**config.mk**
```make
export PLATFORM = sky130hd
export DESIGN_NAME = bus_result
export DESIGN_NICKNAME = d
export VERILOG_FILES = /design/src/verilog/soc_pkg.sv /design/src/verilog/bus_result.sv
export SDC_FILE = /design/constraint.sdc
export NUM_CORES = 1
export LEC_CHECK = 0
export BUFFER_PORTS_ARGS = -buffer_cell sky130_fd_sc_hd__buf_2
export CAP_MARGIN = 40
export CORE_ASPECT_RATIO = 0.7
export CORE_MARGIN = 10
export CORE_UTILIZATION = 39
export DETAILED_ROUTE_END_ITERATION = 10
export GPL_ROUTABILITY_DRIVEN = 0
export PLACE_DENSITY = 0.76
export RECOVER_POWER = 100
export SLEW_MARGIN = 5
export SYNTH_ARGS = -nofsm -noshare
export SYNTH_HDL_FRONTEND = slang
export SYNTH_SLANG_ARGS = --single-unit
```
**constraint.sdc**
```tcl
create_clock -name i_clock -period 0.8 [get_ports i_clock]
set_input_delay 0 -clock i_clock [delete_from_list [all_inputs] [get_ports i_clock]]
set_output_delay 0 -clock i_clock [all_outputs]
set_load 0.01 [all_outputs]
```
**src/verilog/soc_pkg.sv**
```systemverilog
//~~~~~~~~~~~~~~~~~~~~~~~~~~~~~~~~~~~~~~~~~~~~~~~~~~~~~~~~~~~~~~~~~~~~~~~~~~
// Bus fabric package: address map, memory sizes and wait states,
// the region enum and the request/response structs
//~~~~~~~~~~~~~~~~~~~~~~~~~~~~~~~~~~~~~~~~~~~~~~~~~~~~~~~~~~~~~~~~~~~~~~~~~~

package soc_pkg;

	// On-chip word RAM window
	localparam logic [31:0] RAM_BASE  = 32'h0001_0000;
	localparam int          RAM_WORDS = 256;
	localparam logic [31:0] RAM_LIMIT = RAM_BASE + 32'(RAM_WORDS * 4);

	// External 16-bit SRAM window, sized in 32-bit words
	localparam logic [31:0] SRAM_BASE  = 32'h1000_0000;
	localparam int          SRAM_WORDS = 512;
	localparam logic [31:0] SRAM_LIMIT = SRAM_BASE + 32'(SRAM_WORDS * 4);

	// LED register window
	localparam logic [31:0] LED_BASE  = 32'h5000_0000;
	localparam int          LED_SPAN  = 16;
	localparam logic [31:0] LED_LIMIT = LED_BASE + 32'(LED_SPAN);
	localparam int          LED_WIDTH = 10;

	// Wait states of each 16-bit SRAM access
	localparam int SRAM_WAIT = 2;

	// Array index widths
	localparam int RAM_ADDR_BITS  = $clog2(RAM_WORDS);
	localparam int SRAM_ADDR_BITS = $clog2(2 * SRAM_WORDS);

	typedef enum logic [1:0] {
		REGION_RAM,
		REGION_SRAM,
		REGION_LED,
		REGION_NONE
	} region_t;

	// Master request, rw high for a write
	typedef struct packed {
		logic        rw;
		logic [31:0] address;
		logic [31:0] wdata;
	} bus_req_t;

	// Request after decode, offset counts words from the window base
	typedef struct packed {
		region_t     region;
		logic [15:0] offset;
		logic        rw;
		logic [31:0] wdata;
	} dec_req_t;

	typedef struct packed {
		logic [31:0] rdata;
		logic        error;
	} dev_rsp_t;

endpackage

```
**src/verilog/bus_result.sv**
```systemverilog
//~~~~~~~~~~~~~~~~~~~~~~~~~~~~~~~~~~~~~~~~~~~~~~~~~~~~~~~~~~~~~~~~~~~~~~~~~~
// Bus result stage: registers a completion into the ready strobe,
// read data and error seen by the master
//~~~~~~~~~~~~~~~~~~~~~~~~~~~~~~~~~~~~~~~~~~~~~~~~~~~~~~~~~~~~~~~~~~~~~~~~~~
`timescale 1ns/1ps

module bus_result (
	input  logic              i_clock,
	input  logic              i_reset,
	input  logic              i_done,
	input  soc_pkg::dev_rsp_t i_rsp,
	output logic              o_ready,
	output logic [31:0]       o_rdata,
	output logic              o_error
);

	// Data and error are zero outside the ready cycle
	always_ff @(posedge i_clock) begin
		if (i_reset) begin
			o_ready <= 1'b0;
			o_rdata <= '0;
			o_error <= 1'b0;
		end else begin
			o_ready <= i_done;
			o_error <= i_done && i_rsp.error;
			if (i_done)
				o_rdata <= i_rsp.rdata;
			else
				o_rdata <= '0;
		end
	end

endmodule

```
Word-level counts from Yosys, hierarchy flattened
Cells that the tools add are included.
Widths: inputs -> output; s select.
- bitwise operators: 1
- reductions and logical operators: 2
- operators with widths (operator ; count):
    $reduce_or 2->1 ; 1
    $logic_and 1x1->1 ; 1
    $not 1->1 ; 1
- logic and storage cells: 6
- register bits: 34

Depth between registers and ports, before layout
Gate-level depths: netlist of run 1.
- depth in word-level cells: 2
- depth in mapped cells: 2

Least setup slack after synthesis of run 1
Ideal clock, no wire load.
- kind: input-to-reg
- start: in i_done
- end: reg o_rdata[20]
- slack: 0.361 ns
- data arrival time: 0.322 ns
- stages on the path: 2
- buffers on the path: 1
- library setup time: 0.117 ns
- cell sequence: buf_2 and3b_2
- longest elaborated chain between the ends: 2
- ends and longest elaborated chain (what ; line ; text):
    from (decl) ; bus_result.sv:10 ; input logic i_done,
    $not 1->1 (no source line) ; n/a ;
    $reduce_or 2->1 (no source line) ; n/a ;
    to (signal assigned) ; bus_result.sv:27 ; o_rdata <= i_rsp.rdata;
    to (decl) ; bus_result.sv:13 ; output logic [31:0] o_rdata,
No other way between the ends.
A chain may end at the register's enable or synchronous reset.

Worst setup path after layout of run 1
- start: reg o_rdata[1]
- end: out o_rdata[1]
No word-level cell between the ends.

==> results of run 1 <==
## layout by cell type, fill, tap and decap left out
cell | synthesis | layout
clkbuf_8 | 0 | 5
and3b_1 | 23 | 23
nor2b_1 | 1 | 1
clkbuf_1 | 0 | 26
dlygate4sd3_1 | 0 | 33
buf_12 | 0 | 1
buf_2 | 6 | 39
dfxtp_1 | 34 | 34
and3b_2 | 10 | 10
clkbuf_2 | 0 | 6
## per-stage QoR
stage | area (µm²) | cells | utilization (%) | setup WS (ps)
3_5_place_dp | 1400 | 172 | 56.4 | 56.9
4_1_cts | 1800 | 212 | 72.8 | 63.1
2_1_floorplan | 1020 | 74 | - | 361
3_3_place_gp | 1400 | 172 | 56.4 | 86.9
5_1_grt | 1770 | 212 | 71.6 | 17.8
6_report | 1770 | 212 | 71.6 | 46.4
## logic make-up (layout without fill, tap and decap cells)
| kind of cell | Yosys count | in the layout |
|---|---|---|
| buffers and inverters | 6 | 110 |
| DFF | 34 | 34 |
| and+or+nand+nor | 34 | 34 |
## flip-flops by register name (all words and copies together) (netlist names)
name,flops
o_rdata,32
o_error,1
o_ready,1
## worst min-delay path by stage
stage | to | cells past startpoint
global placement | o_rdata[12]$_SDFF_PP0_ | 2
floorplan | o_rdata[30]$_SDFF_PP0_ | 1
CTS | o_ready$_SDFF_PP0_ | 2
detailed placement | o_rdata[14]$_SDFF_PP0_ | 2
finish | o_ready$_SDFF_PP0_ | 3
global route | o_ready$_SDFF_PP0_ | 3
## layout make-up
type	instances	area, µm²
flip-flops and latches	34	681
multi-input cells	34	308
clock buffers	7	76.3
well taps	34	42.5
fillers	200	704
repair buffers	103	666
## what timing repair did
item                                   4_1_cts  5_1_grt
hold buffers                                33        0
endpoints found under the hold margin       33        0
setup endpoints to repair                    0        0
## report_power, final
part	leakage [nW]	switching, W	internal (W)
sequential	0.279	0.0000182	0.00176
clock	0.0383	0.000513	0.000597
combinational	0.592	0.000159	0.000259
total	0.910	0.000690	0.00262
## metal layers
layer | vias up | track usage, % | wire (µm)
met2 | 28 | 23.1 | 1830
met5 | - | 0 | 0
met4 | 0 | 7.33 | 62
met1 | 396 | 10.7 | 1050
li1 | 458 | - | -
met3 | 6 | 5.32 | 250
==> reports/metrics.json, run 1 <==
{
  "yosys-mux-area-fraction_pct": 0,
  "number_of_drc_violations_after_detailed_routing": 0,
  "timing.setup.critical_path_class": "register to output port",
  "area_of_the_die_mm2": 0.00509,
  "drt_first_iter_violations": 44,
  "cp_max_fo": 1,
  "netlist_top_cells_area": "dfxtp_1 67%, and3b_1 20%, and3b_2 9.8%",
  "post-synth-top-count-cell": "dfxtp_1",
  "synthesis.instances": 74,
  "clock.fmax_mhz": 1330,
  "share_of_cells_above_drive_strength_1_pct": 34.3,
  "grt_antenna_before_repair": 0,
  "floorplan.die.height_um": 62.8,
  "startpoint": "o_rdata[1]$_SDFF_PP0_",
  "post_drt_wl_per_cell_um": 15.1,
  "routed-via-count": 888,
  "worst-path-stages": 1,
  "numClockSinks": 34,
  "synth_edf_count": 0,
  "clk_transition_reported_paths_ps": 60,
  "pleak_nw": 0.910,
  "synth_fa_ha_area_share_pct": 0,
  "timing.final.max_slew_violations": 0,
  "core-area_mm2": 0.00248,
  "grt_pass1_wl_um": 4870,
  "largest_family_of_logic_cells_by_synthesized_area": "simple AND/OR/NAND/NOR gates",
  "vdd.ir_drop.worst_uv": 1380,
  "detail_route.first_pass.iterations": 3,
  "pwr_density_cell_mw_per_mm2": 1870,
  "synth.distinct_cells": 5,
  "grt_overflow_total": 0,
  "slew_at_the_pin_closest_to_its_max_slew_limit_ps": 468,
  "timing.critical_path.cells": "clkbuf_1",
  "track_usage_pct": 12.5,
  "xor_and_xnor_area_share_after_synthesis_pct": 0,
  "layout.nets": 214,
  "synth_top_cells_by_count": "34 x dfxtp_1, 23 x and3b_1, 10 x and3b_2",
  "io_buffer_count": 69,
  "synth_sequential_area_ratio_pct": 66.8,
  "worstPathRequired_ps": 800,
  "critical-path-max-stage-delay_ps": 320,
  "fp.dieW_um": 81.1,
  "synthDominantAreaCellType": "dfxtp_1",
  "cts_resized": 0,
  "syn_avg_cell_area_um2": 13.8,
  "worst-path-buf-inv": 1,
  "worst_min_delay_path_category": "input pin to register",
  "synth_top_area_share_pct": 66.8,
  "ys_warn_count": 0,
  "vias_per_cell": 4.19,
  "finalSetupViolations": 0,
  "drtAntennaViolNets": 0,
  "fin_hold_ws_ps": 165,
  "run_status": "finished, final reports clean",
  "arr_time_crit_path_ps": 750,
  "top_level_ports": 70,
  "fin_crit_ps": 754,
  "synth_compound_area_share_pct": 0,
  "antenna_cells_inserted": 0,
  "clk_path_buf_depth": 2,
  "synth-main-ff-cell": "dfxtp_1",
  "fin_crit_sh_pct": 94.2,
  "grt_start_max_net_pins": 35,
  "power_w": 0.00331,
  "cts_made_buffers": 5,
  "number_of_global_route_vias_before_repair": 963,
  "critical_path_launch_point_type": "register",
  "crit_path_end_kind": "output port",
  "mappedNetlistArea_mm2": 0.00102,
  "cp_top_family": "flip-flops",
  "fin_setup_tns_ps": 0,
  "clock_tree_from_tritoncts": "done",
  "initial_util_pct": 41.1,
  "worst_slew_margin_pct": 68.8,
  "cts_root_buf": "clkbuf_8",
  "final_hold_viol_count": 0,
  "yosys_register_bits": 34,
  "area.growth.synth_to_final_pct": 74.1,
  "cts.htree.levels": 2,
  "max-cap-violations": 0,
  "routed_wirelength_um": 3200,
  "crit_end": "o_rdata[1]",
  "place_hpwl_um": 2140,
  "yosys.area_share.simple_pct": 30.2,
  "async_reset_ff_share_pct": 0,
  "slowest_stage": "dfxtp_1",
  "timing.hold.worst.start": "i_done",
  "fp-row-count": 15,
  "rsz_0062_raised_after_global_routing": "false",
  "post_cts_buffers": 0,
  "syn_nets": 110
}
No activity file was read; power rests on OpenSTA's default activity.
==> inputs of run 2 (changes only) <==
--- a/config.mk
+++ b/config.mk
@@ -13,8 +13,7 @@
 export DETAILED_ROUTE_END_ITERATION = 10
 export GPL_ROUTABILITY_DRIVEN = 0
 export PLACE_DENSITY = 0.76
-export RECOVER_POWER = 100
-export SLEW_MARGIN = 5
+export RECOVER_POWER = 50
 export SYNTH_ARGS = -nofsm -noshare
 export SYNTH_HDL_FRONTEND = slang
 export SYNTH_SLANG_ARGS = --single-unit
==> run 2 against run 1 <==
  * Worst hold slack gained 1.8 ps
  * Critical endpoint is now o_rdata[27]
  * Highest routed layer unchanged
  * Die area unchanged
  * Cell area increased by 1.7%
  * Final cell count is the same
==> reports/metrics.json, run 2 (synthesized netlist as in run 1, its figures left out) <==
{
  "post-place-cells": {"value": 172, "change": "unchanged"},
  "worst_min_delay_path_category": "input pin to register",
  "max-cap-violations": {"value": 0, "change": "unchanged"},
  "fin_crit": {"value": 722, "unit": "ps", "change": "-31.5 ps"},
  "share_of_cells_above_drive_strength_1": {"value": 47.8, "unit": "%", "change": "+13 points"},
  "post_drt_wl_per_cell": {"value": 14.9, "unit": "µm", "change": "-0.97%"},
  "clock_tree_from_tritoncts": "done",
  "worstPathRequired": {"value": 800, "unit": "ps", "change": "about the same"},
  "cts_made_buffers": {"value": 5, "change": "unchanged"},
  "finalSetupViolations": {"value": 0, "change": "unchanged"},
  "core-area": {"value": 0.00248, "unit": "mm²", "change": "unchanged"},
  "pwr_density_cell": {"value": 1840, "unit": "mW/mm²", "change": "-1.5%"},
  "cts_resized": {"value": 0, "change": "unchanged"},
  "floorplan.die.height": {"value": 62.8, "unit": "µm", "change": "unchanged"},
  "number_of_drc_violations_after_detailed_routing": {"value": 0, "change": "unchanged"},
  "grt_antenna_before_repair": {"value": 0, "change": "unchanged"},
  "power_frac_comb": {"value": 13.0, "unit": "%", "change": "+0.4 points"},
  "timing.final.max_slew_violations": {"value": 0, "change": "unchanged"},
  "power.clock.fraction": {"value": 33.3, "unit": "%", "change": "-0.3 points"},
  "initial_util": {"value": 41.1, "unit": "%", "change": "unchanged"},
  "fin_crit_sh": {"value": 90.3, "unit": "%", "change": "-3.9 points"},
  "area_of_the_die": {"value": 0.00509, "unit": "mm²", "change": "unchanged"},
  "most_frequent_cells_in_the_layout": "68 x buf_2, 34 x dfxtp_1, 33 x dlygate4sd3_1, 23 x and3b_1, 10 x and3b_2",
  "arr_time_crit_path": {"value": 720, "unit": "ps", "change": "-30 ps"},
  "layout.nets": {"value": 214, "change": "unchanged"},
  "leading_cell_type_in_the_layout_fill_and_taps_excluded": "buf_2",
  "worst-path-buf-inv": {"value": 1, "change": "unchanged"},
  "io_buffer_count": {"value": 69, "change": "unchanged"},
  "run_status": "finished, final reports clean",
  "postLayoutCoreUtil": {"value": 72.8, "unit": "%", "change": "+1.2 points"},
  "vias_per_cell": {"value": 4.20, "change": "+0.23%"},
  "timing.setup.critical_path_class": "register to output port",
  "cp_max_fo": {"value": 1, "change": "unchanged"},
  "grt_pass1_wl": {"value": 4870, "unit": "µm", "change": "unchanged"},
  "critical_path_launch_point_type": "register",
  "worst_slew_margin": {"value": 68.7, "unit": "%", "change": "-0.087 points"},
  "fp.dieW": {"value": 81.1, "unit": "µm", "change": "unchanged"},
  "timing.critical_path.cells": "buf_2",
  "top_level_ports": {"value": 70, "change": "unchanged"},
  "cts.htree.levels": {"value": 2, "change": "unchanged"},
  "power_switching_share": {"value": 20.6, "unit": "%", "change": "-0.29 points"},
  "clock.fmax": {"value": 1380, "unit": "MHz", "change": "+4.4%"},
  "detail_route.first_pass.iterations": {"value": 3, "change": "unchanged"},
  "crit_path_end_kind": "output port",
  "fp-row-count": {"value": 15, "change": "unchanged"},
  "rsz_0062_raised_after_global_routing": "false",
  "p_sw": {"value": 0.000681, "unit": "W", "change": "-1.2%"},
  "final_cells": {"value": 212, "change": "unchanged"},
  "track_usage": {"value": 12.5, "unit": "%", "change": "unchanged"},
  "antenna_cells_inserted": {"value": 0, "change": "unchanged"},
  "cp_top_family": "flip-flops",
  "routed_wirelength": {"value": 3160, "unit": "µm", "change": "-0.97%"},
  "critical-path-max-stage-delay": {"value": 320, "unit": "ps", "change": "about the same"},
  "grt_overflow_total": {"value": 0, "change": "unchanged"},
  "drtAntennaViolNets": {"value": 0, "change": "unchanged"},
  "area.growth.synth_to_final_pct": 77.0,
  "place_hpwl": {"value": 2140, "unit": "µm", "change": "unchanged"},
  "pleak": {"value": 1.01, "unit": "nW", "change": "+11%"},
  "fin_setup_tns": {"value": 0, "unit": "ps", "change": "unchanged"},
  "number_of_global_route_vias_before_repair": {"value": 963, "change": "unchanged"},
  "final_hold_viol_count": {"value": 0, "change": "unchanged"},
  "slowest_stage": "dfxtp_1",
  "drt_first_iter_violations": {"value": 45, "change": "+2.3%"},
  "max_reg_flops": {"value": 32, "change": "unchanged"},
  "share_seq_of_total_power": {"value": 53.7, "unit": "%", "change": "about the same"},
  "largest_registers": "o_rdata (32), o_error (1), o_ready (1)",
  "vdd.ir_drop.worst": {"value": 1370, "unit": "µV", "change": "-0.59%"},
  "setup_slack": {"value": 77.9, "unit": "ps", "change": "+31.5 ps"},
  "routed-via-count": {"value": 890, "change": "+0.23%"},
  "clk_transition_reported_paths": {"value": 60, "unit": "ps", "change": "about the same"},
  "grt_start_max_net_pins": {"value": 35, "change": "unchanged"},
  "slew_at_the_pin_closest_to_its_max_slew_limit": {"value": 470, "unit": "ps", "change": "+1.31 ps"},
  "cts_root_buf": "clkbuf_8",
  "numClockSinks": {"value": 34, "change": "unchanged"},
  "worst_setup_slack_before_clock_tree_synthesis": {"value": 56.9, "unit": "ps", "change": "unchanged"},
  "cell_internal_pwr": {"value": 0.00263, "unit": "W", "change": "+0.50%"},
  "max_flop_register": "o_rdata",
  "clk_path_buf_depth": {"value": 2, "change": "unchanged"}
}
-- run 2: cell count changes in the layout (fill, tap and decap cells not counted), sizes merged --
cell / change
buf: +29
clkbuf: -29
-- run 2: routing by layer --
metal	global-route usage, %	share of wire, %	vias up
met5	0	0	-
met4	7.33	1.9	0
met3	5.32	7.4	6
met2	23.1	58	28
met1	10.7	33	399
li1	-	-	457
-- run 2: stage by stage --
stage,hold WS (ps),cell area (µm²),power [W]
after floorplan,156,1020,0.00195
after global placement,236,1400,0.00211
after detailed placement,237,1400,0.00212
after CTS,159,1800,0.00336
after global routing,188,1800,0.00348
final,166,1800,0.00331
-- run 2: final timing paths --
check / end / start / depth (start not counted) / slack (ps)
worst max-delay path: o_rdata[27] / o_rdata[27]$_SDFF_PP0_ / 1 / 80
worst min-delay path: o_ready$_SDFF_PP0_ / i_done / 3 / 170
-- run 2: what timing repair did --
item	in CTS	in global routing
endpoints found under the hold margin	33	0
setup buffers	0	0
setup endpoints to repair	0	0
hold buffers	33	0
-- run 2: power by group through the flow --
stage | Sequential, W | Combinational (W) | Clock (W)
6_report | 0.00178 | 0.000430 | 0.00110
4_1_cts | 0.00178 | 0.000433 | 0.00115
2_1_floorplan | 0.00185 | 0.0000918 | 0
5_1_grt | 0.00178 | 0.000467 | 0.00123
3_3_place_gp | 0.00181 | 0.000298 | 0
3_5_place_dp | 0.00182 | 0.000306 | 0
-- run 2: layout make-up --
class,instances,area (µm²)
clock buffer,7,76.3
fill,185,674
multi-input combinational,34,308
tap,34,42.5
sequential,34,681
timing repair buffer,103,696
==> inputs of run 3 (changes only) <==
--- a/config.mk
+++ b/config.mk
@@ -12,7 +12,7 @@
 export CORE_UTILIZATION = 39
 export DETAILED_ROUTE_END_ITERATION = 10
 export GPL_ROUTABILITY_DRIVEN = 0
-export PLACE_DENSITY = 0.76
+export PLACE_DENSITY_LB_ADDON = 0.2
 export RECOVER_POWER = 50
 export SYNTH_ARGS = -nofsm -noshare
 export SYNTH_HDL_FRONTEND = slang
==> run 3 against run 2 <==
  * First-iteration DRC count decreased by 11%
  * Non-clock buffer count fell by 1
  * Routed wire length fell by 3.0%
  * Utilization is 0.56 points higher
  * Highest routed layer unchanged
  * Die area unchanged
  * Critical endpoint is now o_rdata[18]
  * Count of clock-buffer cells in the layout decreased by 2
  * Clock power is 35% higher
  * Largest cell class is now sequential cells
  * Final cell count increased by 0.47%
==> reports/metrics.json, run 3 (synthesized netlist as in run 1, its figures left out) <==
{
  "numClockSinks": {"value": 34, "change": "unchanged"},
  "final_hold_viol_count": {"value": 0, "change": "unchanged"},
  "timing.setup.critical_path_class": "register to output port",
  "timing.final.max_slew_violations": {"value": 0, "change": "unchanged"},
  "grt_start_max_net_pins": {"value": 35, "change": "unchanged"},
  "critical-path-max-stage-delay": {"value": 320, "unit": "ps", "change": "about the same"},
  "vias_per_cell": {"value": 4.27, "change": "+1.7%"},
  "cts_root_buf": "clkbuf_8",
  "slowest_stage": "dfxtp_1",
  "arr_time_crit_path": {"value": 730, "unit": "ps", "change": "about the same"},
  "routed_wirelength": {"value": 3070, "unit": "µm", "change": "-3.0%"},
  "grt_antenna_before_repair": {"value": 1, "change": "+1"},
  "layout.filler_cells": {"value": 197, "change": "+6.5%"},
  "max-cap-violations": {"value": 0, "change": "unchanged"},
  "timing.critical_path.cells": "buf_2",
  "fin_hold_ws": {"value": 151, "unit": "ps", "change": "-15.8 ps"},
  "drtAntennaViolNets": {"value": 0, "change": "unchanged"},
  "cp_max_fo": {"value": 1, "change": "unchanged"},
  "fp.dieW": {"value": 81.1, "unit": "µm", "change": "unchanged"},
  "fp-row-count": {"value": 15, "change": "unchanged"},
  "grt_use_met3": {"value": 8.19, "unit": "%", "change": "+2.9 points"},
  "fin_crit_sh": {"value": 91.5, "unit": "%", "change": "+1.2 points"},
  "floorplan.die.height": {"value": 62.8, "unit": "µm", "change": "unchanged"},
  "vdd.ir_drop.worst": {"value": 1360, "unit": "µV", "change": "-0.45%"},
  "io_buffer_count": {"value": 69, "change": "unchanged"},
  "cts_made_buffers": {"value": 5, "change": "unchanged"},
  "cts.htree.levels": {"value": 2, "change": "unchanged"},
  "leading_cell_type_in_the_layout_fill_and_taps_excluded": "buf_2",
  "clk_path_buf_depth": {"value": 2, "change": "unchanged"},
  "finalSetupViolations": {"value": 0, "change": "unchanged"},
  "initial_util": {"value": 41.1, "unit": "%", "change": "unchanged"},
  "worst-path-buf-inv": {"value": 1, "change": "unchanged"},
  "setup_slack": {"value": 68.0, "unit": "ps", "change": "-9.90 ps"},
  "fin_setup_tns": {"value": 0, "unit": "ps", "change": "unchanged"},
  "rsz_0062_raised_after_global_routing": "false",
  "track_usage": {"value": 12.5, "unit": "%", "change": "+0.029 points"},
  "area_of_the_die": {"value": 0.00509, "unit": "mm²", "change": "unchanged"},
  "pleak": {"value": 1.02, "unit": "nW", "change": "+0.74%"},
  "crit_path_end_kind": "output port",
  "area.growth.synth_to_final_pct": 78.4,
  "max_reg_flops": {"value": 32, "change": "unchanged"},
  "layer_with_the_highest_usage": "met2",
  "groute.layer.met1.usage": {"value": 10.8, "unit": "%", "change": "+0.083 points"},
  "gr_layer_usage_met2": {"value": 22.2, "unit": "%", "change": "-0.89 points"},
  "largest_registers": "o_rdata (32), o_error (1), o_ready (1)",
  "power": {"value": 0.00369, "unit": "W", "change": "+11%"},
  "routed-via-count": {"value": 909, "change": "+2.1%"},
  "run_status": "finished, final reports clean",
  "top_level_ports": {"value": 70, "change": "unchanged"},
  "critical_path_launch_point_type": "register",
  "most_frequent_cells_in_the_layout": "67 x buf_2, 34 x dfxtp_1, 33 x dlygate4sd3_1, 23 x and3b_1, 10 x and3b_2",
  "worstPathRequired": {"value": 800, "unit": "ps", "change": "about the same"},
  "cts_resized": {"value": 0, "change": "unchanged"},
  "worst-path-stages": {"value": 1, "change": "unchanged"},
  "hold_path_depth": {"value": 2, "change": "-1"},
  "grt_pass1_wl": {"value": 4860, "unit": "µm", "change": "-0.14%"},
  "worst_setup_slack_before_clock_tree_synthesis": {"value": 52.5, "unit": "ps", "change": "-4.36 ps"},
  "layout.nets": {"value": 213, "change": "-0.47%"},
  "worst_slew_margin": {"value": 67.5, "unit": "%", "change": "-1.2 points"},
  "clk_transition_reported_paths": {"value": 60, "unit": "ps", "change": "about the same"},
  "fin_crit": {"value": 732, "unit": "ps", "change": "+9.90 ps"},
  "post_drt_wl_per_cell": {"value": 14.4, "unit": "µm", "change": "-3.5%"},
  "drt_first_iter_violations": {"value": 40, "change": "-11%"},
  "max_flop_register": "o_rdata",
  "slew_at_the_pin_closest_to_its_max_slew_limit": {"value": 488, "unit": "ps", "change": "+17.9 ps"},
  "worst_min_delay_path_category": "input pin to register",
  "number_of_global_route_vias_before_repair": {"value": 1007, "change": "+4.6%"},
  "multi_input_area": {"value": 308, "unit": "µm²", "change": "unchanged"},
  "share_of_cells_above_drive_strength_1": {"value": 48.3, "unit": "%", "change": "+0.56 points"},
  "place_hpwl": {"value": 1890, "unit": "µm", "change": "-12%"},
  "number_of_drc_violations_after_detailed_routing": {"value": 0, "change": "unchanged"},
  "clock_tree_from_tritoncts": "done",
  "detail_route.first_pass.iterations": {"value": 2, "change": "-1"},
  "final_cells": {"value": 213, "change": "+0.47%"},
  "area.sequential": {"value": 681, "unit": "µm²", "change": "unchanged"},
  "pwr_density_cell": {"value": 2030, "unit": "mW/mm²", "change": "+10%"},
  "grt_overflow_total": {"value": 0, "change": "unchanged"},
  "post-place-cells": {"value": 171, "change": "-0.58%"},
  "core-area": {"value": 0.00248, "unit": "mm²", "change": "unchanged"},
  "clock.fmax": {"value": 1370, "unit": "MHz", "change": "-1.4%"},
  "cp_top_family": "flip-flops"
}
## run 3: cell types whose count changed in the layout (fill, tap and decap cells not counted), sizes merged
cell	change
clkbuf	-1
bufinv	+1
diode	+1
buf	-2
clkinv	+2
## run 3: path summary, 6_finish.rpt
path  slack [ps]              startpoint                  to
max           70  o_rdata[18]$_SDFF_PP0_         o_rdata[18]
min          150                 i_reset  o_ready$_SDFF_PP0_
## run 3: final cells by class
type | instances | area share, %
clock buffers | 5 | 3.79
flip-flops and latches | 34 | 37.5
clock inverters | 3 | 2.20
well taps | 34 | 2.34
diodes | 1 | 0.138
repair buffers | 102 | 37.1
multi-input cells | 34 | 16.9
## run 3: per-stage QoR
stage / util [%] / cell area (µm²)
floorplan: - / 1020
CTS: 73.3 / 1820
finish: 73.3 / 1820
global route: 73.3 / 1820
global placement: 55.6 / 1380
detailed placement: 55.6 / 1380
## run 3: repair_timing
item                      CTS  global route
hold buffers               33             0
buffers inserted            0             0
hold endpoints to repair   33             0
## run 3: power by group
part / total (W) / switching (W) / internal (W)
Combinational: 0.000417 / 0.000156 / 0.000261
Sequential: 0.00178 / 0.0000154 / 0.00176
Clock: 0.00149 / 0.000577 / 0.000915
Total: 0.00369 / 0.000749 / 0.00294
## run 3: routing by layer
layer | part of all wire, % | up-vias
met5 | 0 | -
met4 | 2.1 | 0
met2 | 53 | 36
met1 | 34 | 409
li1 | - | 457
met3 | 11 | 7
